--- config.mk ---
export PLATFORM = sky130hd
export DESIGN_NAME = mem_arbiter
export DESIGN_NICKNAME = d
export VERILOG_FILES = /design/src/common/mem_pkg.sv /design/src/memory/mem_arbiter.sv
export SDC_FILE = /design/constraint.sdc
export NUM_CORES = 1
export LEC_CHECK = 0
export ABC_AREA = 1
export BUFFER_PORTS_ARGS = -buffer_cell sky130_fd_sc_hd__buf_4
export CORE_AREA = 2 2 144 146
export DETAILED_ROUTE_END_ITERATION = 8
export DIE_AREA = 0 0 146 148
export PLACE_DENSITY_LB_ADDON = 0.08
export SLEW_MARGIN = 20
export SYNTH_ARGS = -nofsm -noshare
export SYNTH_HDL_FRONTEND = slang
export SYNTH_SLANG_ARGS = --single-unit
--- constraint.sdc ---
create_clock -name clk -period 1.49 [get_ports clk]
set_input_delay 0.149 -clock clk [delete_from_list [all_inputs] [get_ports clk]]
set_output_delay 0.149 -clock clk [all_outputs]
set_load 0.02 [all_outputs]
--- src/common/mem_pkg.sv ---
package mem_pkg;

    localparam int mem_word_w = 64;
    // word address, 1024 words
    localparam int mem_addr_w = 10;

    // one memory word seen at byte, half or word granularity
    typedef union packed {
        logic [7:0][7:0]  bytes;
        logic [3:0][15:0] halves;
        logic [1:0][31:0] words;
    } mem_word_u;

endpackage

--- src/memory/mem_arbiter.sv ---
`timescale 1ns/1ps

module mem_arbiter #(
    parameter int ram_depth_log2 = 10
) (
    input  logic                           clk,
    input  logic                           reset_i,
    // load/store port
    input  logic                           ls_req_i,
    input  logic                           ls_we_i,
    input  logic [7:0]                     ls_be_i,
    input  logic [ram_depth_log2-1:0]      ls_addr_i,
    input  logic [mem_pkg::mem_word_w-1:0] ls_wdata_i,
    output logic                           ls_gnt_o,
    output logic [mem_pkg::mem_word_w-1:0] ls_rdata_o,
    // fetch port
    input  logic                           if_req_i,
    input  logic [ram_depth_log2-1:0]      if_addr_i,
    output logic                           if_gnt_o,
    output logic [mem_pkg::mem_word_w-1:0] if_rdata_o,
    // ram side
    output logic                           ram_en_o,
    output logic                           ram_we_o,
    output logic [7:0]                     ram_be_o,
    output logic [ram_depth_log2-1:0]      ram_addr_o,
    output logic [mem_pkg::mem_word_w-1:0] ram_wdata_o,
    input  logic [mem_pkg::mem_word_w-1:0] ram_rdata_i
);

    logic ls_owner_q;

    // load/store always wins
    assign ls_gnt_o = ls_req_i;
    assign if_gnt_o = if_req_i && !ls_req_i;

    assign ram_en_o    = ls_req_i || if_req_i;
    assign ram_we_o    = ls_req_i && ls_we_i;
    assign ram_be_o    = ls_be_i;
    assign ram_addr_o  = ls_req_i ? ls_addr_i : if_addr_i;
    assign ram_wdata_o = ls_wdata_i;

    // owner of the read that returns this cycle
    always_ff @(posedge clk) begin
        if (reset_i) begin
            ls_owner_q <= 1'b0;
        end else begin
            ls_owner_q <= ls_req_i;
        end
    end

    assign ls_rdata_o = ls_owner_q ? ram_rdata_i : '0;
    assign if_rdata_o = ls_owner_q ? '0 : ram_rdata_i;

endmodule

==> results.sh <==
export IMPL_ys_types=7
export IMPL_grt_usage_pct=7.36
export IMPL_grt_pass1_vias=2161
export IMPL_syn_inst=383
export IMPL_avgViaCountPerCell=2.98
export IMPL_wirelength_um=8900
export IMPL_fin_setup_tns_ns=0
export IMPL_num_io_pins=375
export IMPL_initial_core_util_pct=9.14
export IMPL_worstMarginPinSlew_ns=0.383
export IMPL_core_sq_mm=0.0200
export IMPL_arrival_ns=1.03
export IMPL_ir_drop_v=0.0000849
export IMPL_routedWlPerCell_um=11.2
export IMPL_synthesis_area_sq_mm=0.00183
export IMPL_synth_seq_cells=1
export IMPL_hold_violations=0
export IMPL_synth_net_count=544
export IMPL_placed_area_sq_mm=0.00326
export IMPL_stdcell_area_sq_mm=0.00326
export IMPL_clkTransAtPathRegs_ns=0
export IMPL_synthTopCellsByArea="buf_4 (30%), inv_1 (27%), nand2_1 (20%)"
export IMPL_top_register="ls_owner_q"
export IMPL_syn_area_per_cell_sq_um=4.78
export IMPL_maxCapViolCount=0
export IMPL_start_kind="flop"
export IMPL_yosysTopAreaCellShare_pct=30.3
export IMPL_post_route_min_period_ns=1.18
export IMPL_cp_end_kind="output pin"
export IMPL_gr_total_overflow=0
export IMPL_dp_hpwl_um=7850
export IMPL_p_per_area_mw_per_mm2=333
export IMPL_relSlewSlack_pct=74.5
export IMPL_outcome="finished, final reports clean"
export IMPL_post_cts_buffers=0
export IMPL_final_nets=691
export IMPL_die_x_um=146
export IMPL_report_power_total_mw=1.08
export IMPL_synth_area_leader_cell="buf_4"
export IMPL_fin_hold_ws_ns=0.298
export IMPL_final_cell_mix="buf_4 (231), inv_1 (131), nand2_1 (96)"
export IMPL_fin_util_pct=16.2
export IMPL_ant_nets=0
export IMPL_fmax_ghz=0.846
export IMPL_setup_viol=0
export IMPL_largest_reg_flops=1
export IMPL_antenna_cells=0
export IMPL_drc=0
export IMPL_drt_iter0_markers=45
export IMPL_postCtsHoldBufs=0
export IMPL_rsz0062_at_grt="false"
export IMPL_p_leak_nw=2.44
export IMPL_ys_warn_count=0
export IMPL_hp_class="input port to output pin"
export IMPL_grt_pass1_wl_um=12700
export IMPL_drive_above_1_share_pct=44.5
export IMPL_critPathLaunch="ls_owner_q"
export IMPL_row_count=52
export IMPL_die_y_um=148
export IMPL_path_class="flop to output pin"
export IMPL_fin_crit_sh_pct=79.4
export IMPL_top_regs="ls_owner_q x1"
export IMPL_required_ns=1.34
export IMPL_die_area_sq_mm=0.0216
export IMPL_hp_start="ls_wdata_i[13]"
export IMPL_dr_total_vias=2381
export IMPL_crit_path_max_fanout=20
export IMPL_port_buffers=230
export IMPL_finalMaxSlewViolations=0
export IMPL_firstDrtPassIters=4
export IMPL_yosysSeqAreaShare_pct=1.09
export IMPL_grt_max_degree=37
export IMPL_cts_repair_resized=0
export IMPL_area_delta_synth_final_pct=77.7
export IMPL_gp_congestion=0.764
export IMPL_final_common_cell="buf_4"
export IMPL_grt_antenna_before_repair=1
## cells in the mapped netlist
cell type	instances
inv_1	131
nand2_1	96
buf_4	74
nor2_1	66
buf_6	13
buf_2	2
dfxtp_1	1
## cell families after synthesis
kind of cell,share of synthesized area [%]
simple gates,33.2
flops,1.09
buf+inv,65.7
## critical path, stage by stage (launching register included)
cell and delay (ns):
dfxtp_4 0.50, buf_4 0.27, nand2_1 0.07, inv_1 0.05
buf_4 0.13
## where the power goes
group	switching (mW)	internal [mW]
clock	0	0
sequential	0.0108	0.0282
combinational	0.564	0.482
total	0.575	0.510
## through the flow
stage | std cells | setup slack [ns]
floorplan | 383 | 0.455
global placement | 798 | 0.284
detailed placement | 798 | 0.273
CTS | 798 | 0.276
global route | 798 | 0.202
finish | 798 | 0.308
## layout make-up
type | instances | area (sq um)
fill | 2389 | 16800
inverter | 131 | 492
multi-input combinational | 162 | 608
sequential | 1 | 23.8
tap | 270 | 338
timing repair buffer | 234 | 1790
## metal layers
layer / global-route usage [%] / wire length (um) / vias to the layer above
li1: - / - / 1221
met1: 7.14 / 2890 / 962
met2: 15.0 / 4760 / 156
met3: 1.88 / 921 / 40
met4: 2.48 / 310 / 2
met5: 0 / 11 / -
## path summary, 6_finish.rpt
path                         endpoint  slack [ns]  cells after the start
worst min-delay path  ram_wdata_o[13]        0.30                      0
worst max-delay path   ls_rdata_o[21]        0.31                      4
No activity file was read; power rests on OpenSTA's default activity.
