File: src/common/core_pkg.sv
package core_pkg;

    // integer datapath
    localparam int xlen       = 64;
    localparam int reg_addr_w = 5;

    // memory operation carried down from execute
    typedef enum logic [3:0] {
        op_none = 4'd0,
        op_lb   = 4'd1,
        op_lh   = 4'd2,
        op_lw   = 4'd3,
        op_ld   = 4'd4,
        op_lbu  = 4'd5,
        op_lhu  = 4'd6,
        op_lwu  = 4'd7,
        op_sb   = 4'd8,
        op_sh   = 4'd9,
        op_sw   = 4'd10,
        op_sd   = 4'd11
    } mem_op_e;

    // per-stage stall vector
    localparam int stall_w   = 5;
    localparam int stall_if  = 0;
    localparam int stall_id  = 1;
    localparam int stall_ex  = 2;
    localparam int stall_mem = 3;
    localparam int stall_wb  = 4;

endpackage

File: src/mem_wb.sv
`timescale 1ns/1ps

module mem_wb (
    input  logic                            clk,
    input  logic                            reset_i,
    input  logic [core_pkg::stall_w-1:0]    stall_ctrl_i,
    input  logic [core_pkg::xlen-1:0]       mem_rd_data_i,
    input  logic [core_pkg::reg_addr_w-1:0] mem_rd_addr_i,
    input  logic                            mem_rd_ena_i,
    output logic [core_pkg::xlen-1:0]       wb_rd_data_o,
    output logic [core_pkg::reg_addr_w-1:0] wb_rd_addr_o,
    output logic                            wb_rd_ena_o
);

    logic lower_stalled;

    assign lower_stalled = &stall_ctrl_i[core_pkg::stall_mem:core_pkg::stall_if];

    always_ff @(posedge clk) begin
        if (reset_i) begin
            wb_rd_ena_o  <= 1'b0;
            wb_rd_addr_o <= '0;
            wb_rd_data_o <= '0;
        end else if (!stall_ctrl_i[core_pkg::stall_wb]) begin
            wb_rd_ena_o  <= mem_rd_ena_i;
            wb_rd_addr_o <= mem_rd_addr_i;
            wb_rd_data_o <= mem_rd_data_i;
        end else if (lower_stalled) begin
            // bubble
            wb_rd_ena_o  <= 1'b0;
            wb_rd_addr_o <= '0;
            wb_rd_data_o <= '0;
        end
    end

endmodule

File: config.mk
export PLATFORM = sky130hd
export DESIGN_NAME = mem_wb
export DESIGN_NICKNAME = d
export VERILOG_FILES = /design/src/common/core_pkg.sv /design/src/mem_wb.sv
export SDC_FILE = /design/constraint.sdc
export NUM_CORES = 1
export LEC_CHECK = 0
export ABC_AREA = 1
export BUFFER_PORTS_ARGS = -buffer_cell sky130_fd_sc_hd__buf_2
export CAP_MARGIN = 5
export CORE_MARGIN = 8
export CORE_UTILIZATION = 39
export CTS_CLUSTER_DIAMETER = 150
export DETAILED_ROUTE_END_ITERATION = 7
export HOLD_SLACK_MARGIN = 0.15
export PLACE_DENSITY = 0.71
export SLEW_MARGIN = 20
export SYNTH_ARGS = -nofsm -noshare
export SYNTH_HDL_FRONTEND = slang
export SYNTH_SLANG_ARGS = --single-unit
File: constraint.sdc
create_clock -name clk -period 0.84 [get_ports clk]
set_input_delay 0.042 -clock clk [delete_from_list [all_inputs] [get_ports clk]]
set_output_delay 0.042 -clock clk [all_outputs]
set_load 0.02 [all_outputs]
==> metrics <==
outcome finished, violations left; failing checks negative setup slack; die width 102.4 um; remaining global-route overflow 0; Initial DRT Pass Iterations 4; Least-Margin Pin Slew 0.2634 ns; clk_skew 0 ns; Crit Path Class reg2out; Hold Path Class in2reg; pwr dens 1588 nW/um^2; core outline area 7253 um^2; most frequent cells in the layout buf_2, nand2_1, dlygate4sd3_1; CTS Root Cell clkbuf_8; Synth Area in Compound Gates 0.1589; via count 3452; cells along the critical path buf_6; share of layout cells above drive strength 1 0.6216; Final period util 1.036; aggregate global-route resource usage 0.2224; critical path data required time 0.80 ns; first-pass GRT wire length 18030 um; slowest stage delay, CP 0.37 ns; Worst path slowest cell dfxtp_2; number of CTS-inserted buffers 9; sequential area share after synthesis 0.4809; GP Congestion 0.7404; initial antenna violation count 1; Psw 2.365 mW; io pins 147; Starting Density 0.4018; crit path buf inv count 1; CTS tree yes; DRT antenna net count 0; Flop pwr share 0.412; fin crit period 0.8701 ns; Setup-failing EPs final 15; Clock Pin Slew Worst Setup and Hold Paths 0.08 ns; WHS 0.1771 ns; vias in the first global route 3598; Critical Path End Type output port; Synth Area in XOR/XNOR 0; commonest non-fill, non-tap cell in the layout buf_2; FMAX 1.149 GHz; Synth Instances 316; count of cell types in the netlist 15; Worst EP arrival 0.83 ns; worst skew pair latency 0.32 ns; DRC 0; via/cell ratio 5.047; Sink Count 70; maximum VDD drop 1.044 mV; die height 102.4 um; cell-internal power 6.586 mW; Avg WL per Cell 18.72 um; RSZ-0062 raised after global routing yes; pin count of the biggest net entering global routing 46; post-layout worst setup margin -0.03010 ns; Syn Nets 393; register area 1489 um^2; Layout fillers 432; power share of the clock group 0.366; H-Tree Depth 3; leakage 2.480 nW; Yosys reg bits 70; port bufs 146; Fin. Hold Viols 0; Final Max Tran Viols 0; maxcap violations 0; Synth Area in Adders 0; Worst setup SP type flop; post-synthesis simple-gate area fraction 0.2714; std cell rows 31; Final nets 656; Area growth syn-to-layout 93.39%; Switching Share 0.2642; mapped cell area 2914 um^2; largest family of logic cells by synthesized area simple AND/OR/NAND/NOR gates; Slew Limit Headroom 0.8244; Comb pwr share 0.222; Avg Cell Area, Syn 9.222 um^2; multi-input logic area 1269 um^2; dpl hpwl 6082 um; Routed WL 12800 um; DP Worst Slack -0.03173 ns; Max Fanout on Critical Path 2; die area 10490 um^2; Clock Tree Buf Depth 2; YS warnings 0; mux cell area share after synthesis 0; crit-path leading delay family flip-flops; initial DRC count 165
==> worst paths after layout <==
path                    startpoint                to  slack (ns)  depth (start not counted)
setup / recovery  wb_rd_data_o[46]  wb_rd_data_o[46]       -0.03                          1
hold / removal     stall_ctrl_i[3]  wb_rd_data_o[62]        0.18                          6
setup reg to reg  wb_rd_data_o[46]  wb_rd_data_o[46]        0.02                          4
hold reg to reg   wb_rd_data_o[20]  wb_rd_data_o[20]        0.49                          2
==> per-layer routing <==
metal | track usage | vias to the layer above | wire (um)
met1 | 0.2068 | 1644 | 4310
met4 | 0.1253 | 0 | 614
met5 | 0 | - | 0
met2 | 0.4231 | 161 | 6958
li1 | - | 1593 | -
met3 | 0.06335 | 54 | 919
==> layout make-up <==
type / count / area share
Tap cell: 99 / 0.02198
Multi-Input combinational cell: 213 / 0.2251
Clock inverter: 6 / 0.01932
Sequential cell: 70 / 0.2642
Timing Repair Buffer: 282 / 0.4441
Clock buffer: 10 / 0.02265
Inverter: 3 / 0.002220
Antenna cell: 1 / 0.0004441
==> what timing repair did <==
| item | 4_1_cts | 5_1_grt |
|---|---|---|
| gates cloned | 0 | 1 |
| hold endpoints to repair | 70 | 0 |
| setup buffers | 31 | 19 |
| resized for setup | 210 | 6 |
| hold buffers | 72 | 0 |
| endpoints found under the setup margin | 70 | 82 |
==> metrics by stage <==
step	total power, mW	area (um^2)	std cells	setup TNS (ns)	utilization
finish	8.951	5635	684	-0.1593	0.7770
global route	9.294	5635	684	-1.843	0.7770
CTS	8.781	5448	663	-0.3795	0.7511
detailed placement	4.901	3732	544	-0.2687	0.5146
global placement	4.879	3732	544	-0.001733	0.5146
floorplan	4.409	2914	316	0	-
==> registers in the layout, indices dropped and copies added, names as in the netlist <==
signal and count:
wb_rd_addr_o 5, wb_rd_data_o 64, wb_rd_ena_o 1
==> cells in the mapped netlist (all sizes together) <==
cell     n  share of area
clkbuf   5         0.0069
nand3   70           0.17
clkinv   1         0.0017
a21oi   70           0.16
buf     25          0.078
dfxtp   70           0.48
inv      2         0.0026
nand2   73           0.10
==> kinds of logic (layout without fill, tap and decap cells) <==
logic type / after synthesis / in the layout
buffers and inverters: 33 / 301
and+or+nand+nor: 143 / 143
DFF: 70 / 70
AOI/OAI and AO/OA: 70 / 70
other: 0 / 1
==> power groups by stage <==
stage / Combinational, mW / Clock [mW] / Sequential (mW)
4_1_cts: 1.81 / 3.30 / 3.67
3_5_place_dp: 1.22 / 0 / 3.68
3_3_place_gp: 1.20 / 0 / 3.68
2_1_floorplan: 0.509 / 0 / 3.90
6_report: 1.99 / 3.27 / 3.69
5_1_grt: 2.10 / 3.50 / 3.70
Power figures use the tool's default switching activity.
