--- config.mk ---
export PLATFORM = sky130hd
export DESIGN_NAME = regfile
export DESIGN_NICKNAME = d
export VERILOG_FILES = /design/src/common/core_pkg.sv /design/src/regfile.sv
export SDC_FILE = /design/constraint.sdc
export NUM_CORES = 2
export LEC_CHECK = 0
export ABC_AREA = 1
export BUFFER_PORTS_ARGS = -buffer_cell sky130_fd_sc_hd__buf_4
export CAP_MARGIN = 20
export CORE_ASPECT_RATIO = 1.25
export CORE_UTILIZATION = 45
export CTS_BUF_LIST = sky130_fd_sc_hd__clkbuf_8
export DETAILED_ROUTE_END_ITERATION = 10
export PLACE_DENSITY_LB_ADDON = 0.12
export SLEW_MARGIN = 20
export SYNTH_ARGS = -nofsm -noshare
export SYNTH_HDL_FRONTEND = slang
export SYNTH_SLANG_ARGS = --single-unit
--- constraint.sdc ---
create_clock -name clk -period 4.8 [get_ports clk]
set_clock_uncertainty 0.15 [all_clocks]
set_input_delay 0.96 -clock clk [delete_from_list [all_inputs] [get_ports clk]]
set_output_delay 0.96 -clock clk [all_outputs]
set_load 0.02 [all_outputs]
--- src/common/core_pkg.sv ---
package core_pkg;

    // integer datapath
    localparam int xlen       = 64;
    localparam int reg_addr_w = 5;

    // memory operation carried down from execute
    typedef enum logic [3:0] {
        op_none = 4'd0,
        op_lb   = 4'd1,
        op_lh   = 4'd2,
        op_lw   = 4'd3,
        op_ld   = 4'd4,
        op_lbu  = 4'd5,
        op_lhu  = 4'd6,
        op_lwu  = 4'd7,
        op_sb   = 4'd8,
        op_sh   = 4'd9,
        op_sw   = 4'd10,
        op_sd   = 4'd11
    } mem_op_e;

    // per-stage stall vector
    localparam int stall_w   = 5;
    localparam int stall_if  = 0;
    localparam int stall_id  = 1;
    localparam int stall_ex  = 2;
    localparam int stall_mem = 3;
    localparam int stall_wb  = 4;

endpackage

--- src/regfile.sv ---
`timescale 1ns/1ps

module regfile (
    input  logic                            clk,
    input  logic                            reset_i,
    input  logic                            we_i,
    input  logic [core_pkg::reg_addr_w-1:0] waddr_i,
    input  logic [core_pkg::xlen-1:0]       wdata_i,
    input  logic [core_pkg::reg_addr_w-1:0] raddr1_i,
    output logic [core_pkg::xlen-1:0]       rdata1_o,
    input  logic [core_pkg::reg_addr_w-1:0] raddr2_i,
    output logic [core_pkg::xlen-1:0]       rdata2_o
);

    logic [core_pkg::xlen-1:0] regs [32];

    always_ff @(posedge clk) begin
        if (reset_i) begin
            for (int i = 0; i < 32; i++) begin
                regs[i] <= '0;
            end
        end else if (we_i && (waddr_i != '0)) begin
            regs[waddr_i] <= wdata_i;
        end
    end

    // x0 hardwired, no write forwarding
    assign rdata1_o = (raddr1_i == '0) ? '0 : regs[raddr1_i];
    assign rdata2_o = (raddr2_i == '0) ? '0 : regs[raddr2_i];

endmodule

==> results.rst <==
.. list-table::
   :header-rows: 1

   * - Metric
     - Value
   * - Transition time of the tightest slew-check pin
     - 1342 ps
   * - Mean number of vias per cell
     - 6.178
   * - Clock tree from TritonCTS
     - done
   * - Synthesized flop and latch total
     - 2048
   * - Overall track demand over capacity in global routing
     - 38.94%
   * - Detailed Route WL
     - 517.0 mm
   * - Biggest fanout along the worst timing path
     - 42
   * - Result of the run
     - completed
   * - P per Cell Area
     - 341.5 nW/um2
   * - Kind of launch point of the worst setup path
     - primary input
   * - WP data required
     - 3690 ps
   * - Overall power
     - 43.15 mW
   * - Startpoint of the lowest-slack hold path
     - wdata_i[19]
   * - Relative slew slack
     - 10.53%
   * - Detailed-route wire length per cell
     - 28.81 um
   * - Regs by FF count
     - regs (2048)
   * - Placeable Area
     - 252600 um2
   * - Comb power frac
     - 15.6%
   * - Largest net degree at the start of global routing
     - 118
   * - Number of setup violations in the final report
     - 0
   * - Htree depth
     - 5
   * - Register with the most flip-flops
     - regs
   * - Number of buffers added on ports
     - 209
   * - Post-DP HPWL
     - 262.7 mm
   * - Biggest area consumer among synthesized cells
     - edfxtp_1
   * - Cell chosen for the clock root
     - clkbuf_8
   * - Y dimension of the die
     - 566.1 um
   * - Die Span X
     - 453.3 um
   * - Antenna-violating nets left
     - 0
   * - Area share of the largest cell type after synthesis
     - 53.68%
   * - Timing startpoint of the critical path
     - raddr2_i[1]
   * - Iteration count of the initial detailed-routing pass
     - 9
   * - Placement Rows
     - 206
   * - Static Leakage
     - 53.51 nW
   * - Setup tns final
     - 0 ps
   * - Post-CTS Repair Setup Buffers
     - 0
   * - Internal power component
     - 29.84 mW
   * - Data arrival time of the critical path
     - 3600 ps
   * - Number of buffers between clock root and the deepest sink
     - 4
   * - Tmin final
     - 4708 ps
   * - Synthesized instance count
     - 14570
   * - Most frequent cells in the layout
     - nand2_1, nor2_1, nand3_1, edfxtp_1, o21ai_0
   * - Number of top-level pins
     - 210
   * - Count of clock tree sinks
     - 2048
   * - Part of the cycle the worst path needs
     - 98.08%
   * - GRT Residual Overflow
     - 0
   * - Number of flip-flops under the largest register name
     - 2048
   * - Post-cts gate resize count
     - 0
   * - Number of endpoints with negative hold slack in the final report
     - 0
   * - Setup repair after global routing missed its margin
     - false
   * - Cells taking the most area after synthesis
     - edfxtp_1, nand2_1, nor2_1
   * - Crit Path Category
     - in -> out
   * - Worst ir drop on vdd
     - 0.0002564 V
   * - Gpl congestion
     - 0.8834
   * - Maximum frequency from static timing analysis
     - 212.4 MHz
   * - Post-Synthesis Mean Instance Area
     - 7.861 um2
   * - Iteration-0 DRC count of the detailed router
     - 18310
   * - Area grow syn2layout
     - 10.29%
   * - Final net count
     - 14420
   * - Layout filler cell count
     - 24020
   * - Effective utilization at floorplan
     - 45.35%
   * - Share of cells above drive strength 1
     - 8.242%
   * - Cell area after synthesis
     - 114600 um2
   * - Wire length of the first global-routing pass
     - 726.3 mm
   * - Number of library cell types mapped by synthesis
     - 24
   * - Vias after detailed routing
     - 110900
   * - Leading cell type in the layout, fill and taps excluded
     - nand2_1
   * - Part of the power in the clock network
     - 35.3%
   * - Placed standard-cell area
     - 119700 um2
   * - Count of final max-slew check failures
     - 0
   * - Fraction of power spent switching nets
     - 30.85%
   * - Net switching power
     - 13.31 mW
   * - Max capacitance violation total
     - 0
   * - Clock edge transition at the registers on the reported setup and hold paths
     - 60 ps
   * - Number of antenna violations at the first check in global routing
     - 17
   * - Synth warnings
     - 0
   * - Class of the most critical hold timing path
     - in -> reg
   * - Worst Setup End Kind
     - output pin
   * - Number of global-route vias before repair
     - 104600
   * - Post-route cell area
     - 126400 um2
   * - Cts bufs inserted
     - 356
   * - Register area share after synthesis
     - 53.68%
   * - Die outline area
     - 256600 um2
   * - Final routed DRC violation total
     - 0
   * - Number of hold-repair buffers added at the cts stage
     - 0
   * - Flop pwr share
     - 49.1%
[synthesized netlist by cell type]
cell / number
edfxtp_1: 2048
nand2_1: 4436
o211ai_1: 100
o21ai_1: 39
nor2_1: 3447
buf_2: 486
clkbuf_1: 474
nor3_1: 8
nand3_2: 2
inv_1: 310
o21ai_0: 622
buf_6: 117
and3_1: 7
inv_4: 1
conb_1: 1
nand3_1: 2068
nand4_2: 1
buf_4: 114
a21oi_1: 128
nor2_2: 51
or2_2: 1
buf_1: 96
clkinv_1: 2
inv_2: 15
[critical path, stage by stage]
cell     delay, ps
buf_8          290
inv_8          200
nand4_4        220
buf_12         370
buf_4          380
nand2_1         90
nor2_1         620
buf_4          270
[power by group through the flow]
| stage | clock, mW | sequential, mW | combinational, mW |
|---|---|---|---|
| 6_report | 15.2 | 21.2 | 6.72 |
| 5_1_grt | 15.9 | 21.3 | 7.08 |
| 4_1_cts | 15.2 | 21.2 | 6.47 |
| 3_5_place_dp | 0 | 21.5 | 6.46 |
| 3_3_place_gp | 0 | 21.5 | 6.39 |
| 2_1_floorplan | 0 | 21.4 | 3.82 |
[layout make-up]
cell class                      count  area [um2]  area share (%)
Sequential cell                  2048       61500           48.67
Multi-Input combinational cell  10970       45820           36.26
Timing Repair Buffer              633        7258           5.744
Clock buffer                      361        4969           3.932
Tap cell                         3328        4164           3.295
Clock inverter                    264        1321           1.046
Inverter                          328        1295           1.025
Antenna cell                       13       32.53         0.02575
[per-stage QoR]
step | cells | hold WS, ps | util (%) | setup slack [ps]
after floorplan | 14640 | 1049 | - | 1003
after global placement | 17290 | 1282 | 47.36 | 308.8
after detailed placement | 17290 | 1283 | 47.37 | 322.4
after CTS | 17920 | 165.5 | 49.86 | 320.7
after global routing | 17940 | 222.9 | 50.01 | 134.2
final | 17950 | 223.8 | 50.02 | 92.01
[layer usage]
metal  wire (um)  up-vias  track usage (%)
met4       40370       10            27.01
met3       70610     2179            8.595
li1            -    47140                -
met2      225100     9118            59.44
met1      180900    52450            49.05
met5          73        -                0
[worst paths after layout]
check,end,cells after the start
max,rdata2_o[42],8
min,regs[25][19],3
[cells by family after synthesis]
kind of cell	synth area share [%]
other cells	0.003273
compound gates	4.102
flops	53.68
simple gates	35.25
buf+inv	6.965
(Power assumes the default switching activity.)
