[src/common/core_pkg.sv]
package core_pkg;

    // integer datapath
    localparam int xlen       = 64;
    localparam int reg_addr_w = 5;

    // memory operation carried down from execute
    typedef enum logic [3:0] {
        op_none = 4'd0,
        op_lb   = 4'd1,
        op_lh   = 4'd2,
        op_lw   = 4'd3,
        op_ld   = 4'd4,
        op_lbu  = 4'd5,
        op_lhu  = 4'd6,
        op_lwu  = 4'd7,
        op_sb   = 4'd8,
        op_sh   = 4'd9,
        op_sw   = 4'd10,
        op_sd   = 4'd11
    } mem_op_e;

    // per-stage stall vector
    localparam int stall_w   = 5;
    localparam int stall_if  = 0;
    localparam int stall_id  = 1;
    localparam int stall_ex  = 2;
    localparam int stall_mem = 3;
    localparam int stall_wb  = 4;

endpackage

[src/common/mem_pkg.sv]
package mem_pkg;

    localparam int mem_word_w = 64;
    // word address, 1024 words
    localparam int mem_addr_w = 10;

    // one memory word seen at byte, half or word granularity
    typedef union packed {
        logic [7:0][7:0]  bytes;
        logic [3:0][15:0] halves;
        logic [1:0][31:0] words;
    } mem_word_u;

endpackage

[src/fetch_unit.sv]
`timescale 1ns/1ps

module fetch_unit #(
    parameter int                        ram_depth_log2 = 10,
    parameter logic [core_pkg::xlen-1:0] reset_pc       = '0
) (
    input  logic                           clk,
    input  logic                           reset_i,
    input  logic                           stall_i,
    output logic                           if_req_o,
    output logic [ram_depth_log2-1:0]      if_addr_o,
    input  logic                           if_gnt_i,
    input  logic [mem_pkg::mem_word_w-1:0] if_rdata_i,
    output logic [core_pkg::xlen-1:0]      pc_o,
    output logic [31:0]                    instr_o,
    output logic                           if_valid_o
);

    logic [core_pkg::xlen-1:0] pc_q;
    logic [core_pkg::xlen-1:0] fetch_pc_q;
    logic                      fetch_en_q;

    always_ff @(posedge clk) begin
        if (reset_i) begin
            pc_q       <= reset_pc;
            fetch_pc_q <= reset_pc;
            fetch_en_q <= 1'b0;
            if_valid_o <= 1'b0;
        end else begin
            fetch_en_q <= 1'b1;
            if_valid_o <= if_gnt_i && !stall_i;
            if (if_gnt_i && !stall_i) begin
                fetch_pc_q <= pc_q;
                pc_q       <= pc_q + 4;
            end
        end
    end

    // first request goes out one cycle after reset
    assign if_req_o  = fetch_en_q;
    assign if_addr_o = pc_q[ram_depth_log2+2:3];

    // two instructions per word
    assign pc_o    = fetch_pc_q;
    assign instr_o = fetch_pc_q[2] ? if_rdata_i[63:32] : if_rdata_i[31:0];

endmodule

[config.mk]
export PLATFORM = sky130hd
export DESIGN_NAME = fetch_unit
export DESIGN_NICKNAME = d
export VERILOG_FILES = /design/src/common/core_pkg.sv /design/src/common/mem_pkg.sv /design/src/fetch_unit.sv
export SDC_FILE = /design/constraint.sdc
export NUM_CORES = 1
export LEC_CHECK = 0
export BUFFER_PORTS_ARGS = -buffer_cell sky130_fd_sc_hd__buf_2
export CAP_MARGIN = 20
export CORE_ASPECT_RATIO = 0.6
export CORE_MARGIN = 4
export CORE_UTILIZATION = 50
export CTS_BUF_LIST = sky130_fd_sc_hd__clkbuf_16
export CTS_CLUSTER_SIZE = 8
export DETAILED_ROUTE_END_ITERATION = 12
export HOLD_SLACK_MARGIN = 0.08
export PLACE_DENSITY = 0.79
export RECOVER_POWER = 50
export SYNTH_ARGS = -nofsm -noshare
export SYNTH_HDL_FRONTEND = slang
export SYNTH_SLANG_ARGS = --single-unit
[constraint.sdc]
create_clock -name clk -period 4.6 [get_ports clk]
set_input_delay 0.92 -clock clk [delete_from_list [all_inputs] [get_ports clk]]
set_output_delay 0.92 -clock clk [all_outputs]
set_load 0.01 [all_outputs]
==> impl_metrics.ini <==
[status]
outcome = finished, violations left
violations = capacitance limit, slew limit

[placed_design]
placed_cell_area_mm2 = 0.00635
hpwlAfterDp_um = 11300
inst_count_dp = 937
port-buffer-count = 173
globalplace.congestion = 0.959

[detailed_routing]
drt_iter0_markers = 465
drt_drc_violations_left = 0
num_vias = 5394
met3_wirelength_um = 1260
top_signal_layer_used = met4
via_per_inst = 5.57
route.final.wire_length_um = 15800
met1Wirelength_um = 6440
routedWlPerCell_um = 16.3
drt-pass1-iter-count = 5
routed-wl-met2_um = 7640
ant_nets = 0

[finish]
area_growth_syn_to_layout_pct = 24.3
final_layout_size_suffix_gt1_share_pct = 21.0
antenna-diode-count = 0
finalCoreUtilization_pct = 64.0
finish.net_count = 886
fin_cells = 969
postLayoutCellArea_mm2 = 0.00680
fillerInstances = 940

[clock_network]
cts-htree-levels = 4
number_of_buffers_added_to_fix_hold_violations_after_cts = 0
clk_transition_reported_paths_ns = 0.06
cts_buffer_depth = 2
post_cts_buffers = 0
cts_inserted_buffers = 17
tritoncts = built
worst_skew_pair.late_latency_ns = 0.41
cts.sink_count = 126
cts-resized-gates = 0
cts-root-buf = sky130_fd_sc_hd__clkbuf_16

[synthesis]
seq_total_area_yosys_pct = 46.1
post_synth_inst_count = 665
number_of_flip_flops_and_latches_in_the_synthesized_netlist = 126
ys.warnings.count = 0
post_synth_instance_area_mm2 = 0.00547
ys_types = 33
synth_area_per_cell_um2 = 8.23

[global_routing]
globalRouteTotalUtil_pct = 24.5
antenna_violations_before_repair = 0
wire_length_of_the_first_global_routing_pass_um = 24800
pin_count_of_the_biggest_net_entering_global_routing = 86
grt_pass1_vias = 5099
grt-ovfl-total = 0

[worst_setup_path]
worstPathArrival_ns = 3.74
critical_path_peak_fanout = 38
cp-end-kind = flop
critical_path_class = in2reg
critical_path.reg2reg.startpoint = pc_q[4]$_SDFFE_PP0P_
critical_path.startpoint_type = input port
startpoint = if_gnt_i
worst-endpoint-required_ns = 4.93

[floorplan]
dieArea_mm2 = 0.0127
placementRows = 29
dieWidth_um = 143
design.core.area_mm2 = 0.0106
initial_core_util_pct = 51.5
io_pins = 176
chipHeight_um = 89.0

[sta]
slew-limit-headroom_pct = -79.1
slew_viol_final = 104
period_minus_slack_ns = 3.40
fin_crit_sh_pct = 74.0
setup-tns-final_ns = 0
finalHoldViolations = 0
max_freq_ghz = 0.294
setup-violations-final = 0
unrepaired_setup_endpoints_after_global_routing = false
fin_worst_skew_ns = 0.0110
worst_pin_slew_ns = 2.69

[power_and_ir_drop]
irDropWorstVdd_v = 0.000312
leakage_nw = 2.41
power.share.combinational_pct = 5.1
finalPower_mw = 2.49
clock_power_share_pct = 50.8
netSwitchingPower_uw = 559
power-per-cell-area_mw_per_mm2 = 366
cellInternalPower_mw = 1.93
share_seq_of_total_power_pct = 44.0
power.switching_fraction_pct = 22.4

[min_path]
hold_path.class = reg2reg
worstHoldStart = pc_o[18]$_SDFFE_PP0P_

[flow_run]
max_cap_violations = 2
-- final timing paths --
kind / to / slack, ns / cells after the start
setup / recovery: pc_o[36]$_SDFFE_PP0P_ / 1.20 / 5
hold / removal: pc_o[18]$_SDFFE_PP0P_ / 0.45 / 2
setup reg to reg: pc_q[58]$_SDFFE_PP0P_ / 1.64 / 5
hold reg to reg: pc_o[18]$_SDFFE_PP0P_ / 0.45 / 2
-- registers in the layout (all words and copies together) (netlist names) --
signal and cells:
if_req_o 1, pc_q 62, pc_o 62, if_valid_o 1
-- cells by family (layout without fill, tap and decap cells) --
group	count (synthesis)	in the layout	share of synthesized area [%]
xor+xnor	29	29	4.64
buf+inv	58	222	4.85
other cells	1	2	0.0685
flops	126	126	46.1
fa+ha+maj	1	1	0.229
compound gates	127	127	12.1
simple gates	291	291	25.4
mux	32	32	6.59
-- through the flow --
stage,hold slack [ns],worst slack [ns]
after floorplan,0.437,2.18
after CTS,0.453,1.69
after global placement,0.440,1.46
after detailed placement,0.445,1.29
final,0.451,1.20
after global routing,0.474,0.882
-- area by class of cell --
cell class / count / area [um^2] / share of cell area [%]
Multi-Input combinational cell: 482 / 2690 / 39.5
Sequential cell: 126 / 2520 / 37.1
Timing Repair Buffer: 179 / 818 / 12.0
Clock buffer: 17 / 425 / 6.25
Tap cell: 139 / 174 / 2.56
Clock inverter: 15 / 131 / 1.93
Inverter: 11 / 41.3 / 0.607
-- synthesized netlist by cell type --
| library cell | count | area, um^2 |
|---|---|---|
| sky130_fd_sc_hd__nand4_1 | 28 | 175 |
| sky130_fd_sc_hd__dfxtp_1 | 126 | 2520 |
| sky130_fd_sc_hd__nor2b_1 | 1 | 6.26 |
| sky130_fd_sc_hd__nor4_1 | 6 | 37.5 |
| sky130_fd_sc_hd__nand3_1 | 13 | 65.1 |
| sky130_fd_sc_hd__xnor2_1 | 7 | 61.3 |
| sky130_fd_sc_hd__and3_1 | 3 | 18.8 |
| sky130_fd_sc_hd__nor4_2 | 1 | 12.5 |
| sky130_fd_sc_hd__inv_1 | 11 | 41.3 |
| sky130_fd_sc_hd__and2_1 | 1 | 6.26 |
| sky130_fd_sc_hd__nand4_2 | 3 | 37.5 |
| sky130_fd_sc_hd__nand4b_1 | 1 | 8.76 |
| sky130_fd_sc_hd__mux2_2 | 32 | 360 |
| sky130_fd_sc_hd__buf_1 | 1 | 3.75 |
| sky130_fd_sc_hd__nand3b_1 | 1 | 7.51 |
| sky130_fd_sc_hd__buf_4 | 12 | 90.1 |
| sky130_fd_sc_hd__o21a_1 | 2 | 15.0 |
| sky130_fd_sc_hd__buf_2 | 2 | 10.0 |
| sky130_fd_sc_hd__o21ai_0 | 22 | 110 |
| sky130_fd_sc_hd__clkbuf_1 | 32 | 120 |
| sky130_fd_sc_hd__nor3_1 | 7 | 35.0 |
| sky130_fd_sc_hd__a21oi_1 | 94 | 470 |
| sky130_fd_sc_hd__conb_1 | 1 | 3.75 |
| sky130_fd_sc_hd__nand2b_1 | 1 | 6.26 |
| sky130_fd_sc_hd__nor2_1 | 35 | 131 |
| sky130_fd_sc_hd__or4_1 | 9 | 67.6 |
| sky130_fd_sc_hd__o31ai_1 | 9 | 67.6 |
| sky130_fd_sc_hd__nand2_1 | 155 | 582 |
| sky130_fd_sc_hd__xor2_1 | 22 | 193 |
| sky130_fd_sc_hd__ha_1 | 1 | 12.5 |
| sky130_fd_sc_hd__nor4_4 | 2 | 42.5 |
| sky130_fd_sc_hd__or2_2 | 1 | 6.26 |
| sky130_fd_sc_hd__or3_1 | 23 | 144 |
-- per-layer routing --
layer / GRT usage, % / vias up
li1: - / 2604
met1: 29.0 / 2525
met2: 41.6 / 223
met3: 8.23 / 42
met4: 10.0 / 0
met5: 0 / -
-- critical path: stages --
cell	delay (ns)
sky130_fd_sc_hd__buf_2	0.12
sky130_fd_sc_hd__nor2b_1	1.86
sky130_fd_sc_hd__buf_4	0.54
sky130_fd_sc_hd__nand2_1	0.11
sky130_fd_sc_hd__a21oi_1	0.14
-- cells in the final DEF (no fill, tap or decap), drive strengths merged, types with 15 or more instances in the layout --
master  netlist  final
a21oi        94     94
inv          11     15
clkbuf       32     89
nor2         35     35
nand2       155    155
o21ai        22     22
dfxtp       126    126
nand4        31     31
mux2         32     32
or3          23     23
xor2         22     22
buf          15    107
-- power groups by stage --
stage / logic (mW) / registers [mW] / clock network [mW]
finish: 0.128 / 1.10 / 1.27
global route: 0.139 / 1.10 / 1.34
CTS: 0.131 / 1.10 / 1.28
detailed placement: 0.130 / 1.12 / 0
global placement: 0.127 / 1.12 / 0
floorplan: 0.0693 / 1.12 / 0
(Power assumes the default switching activity.)
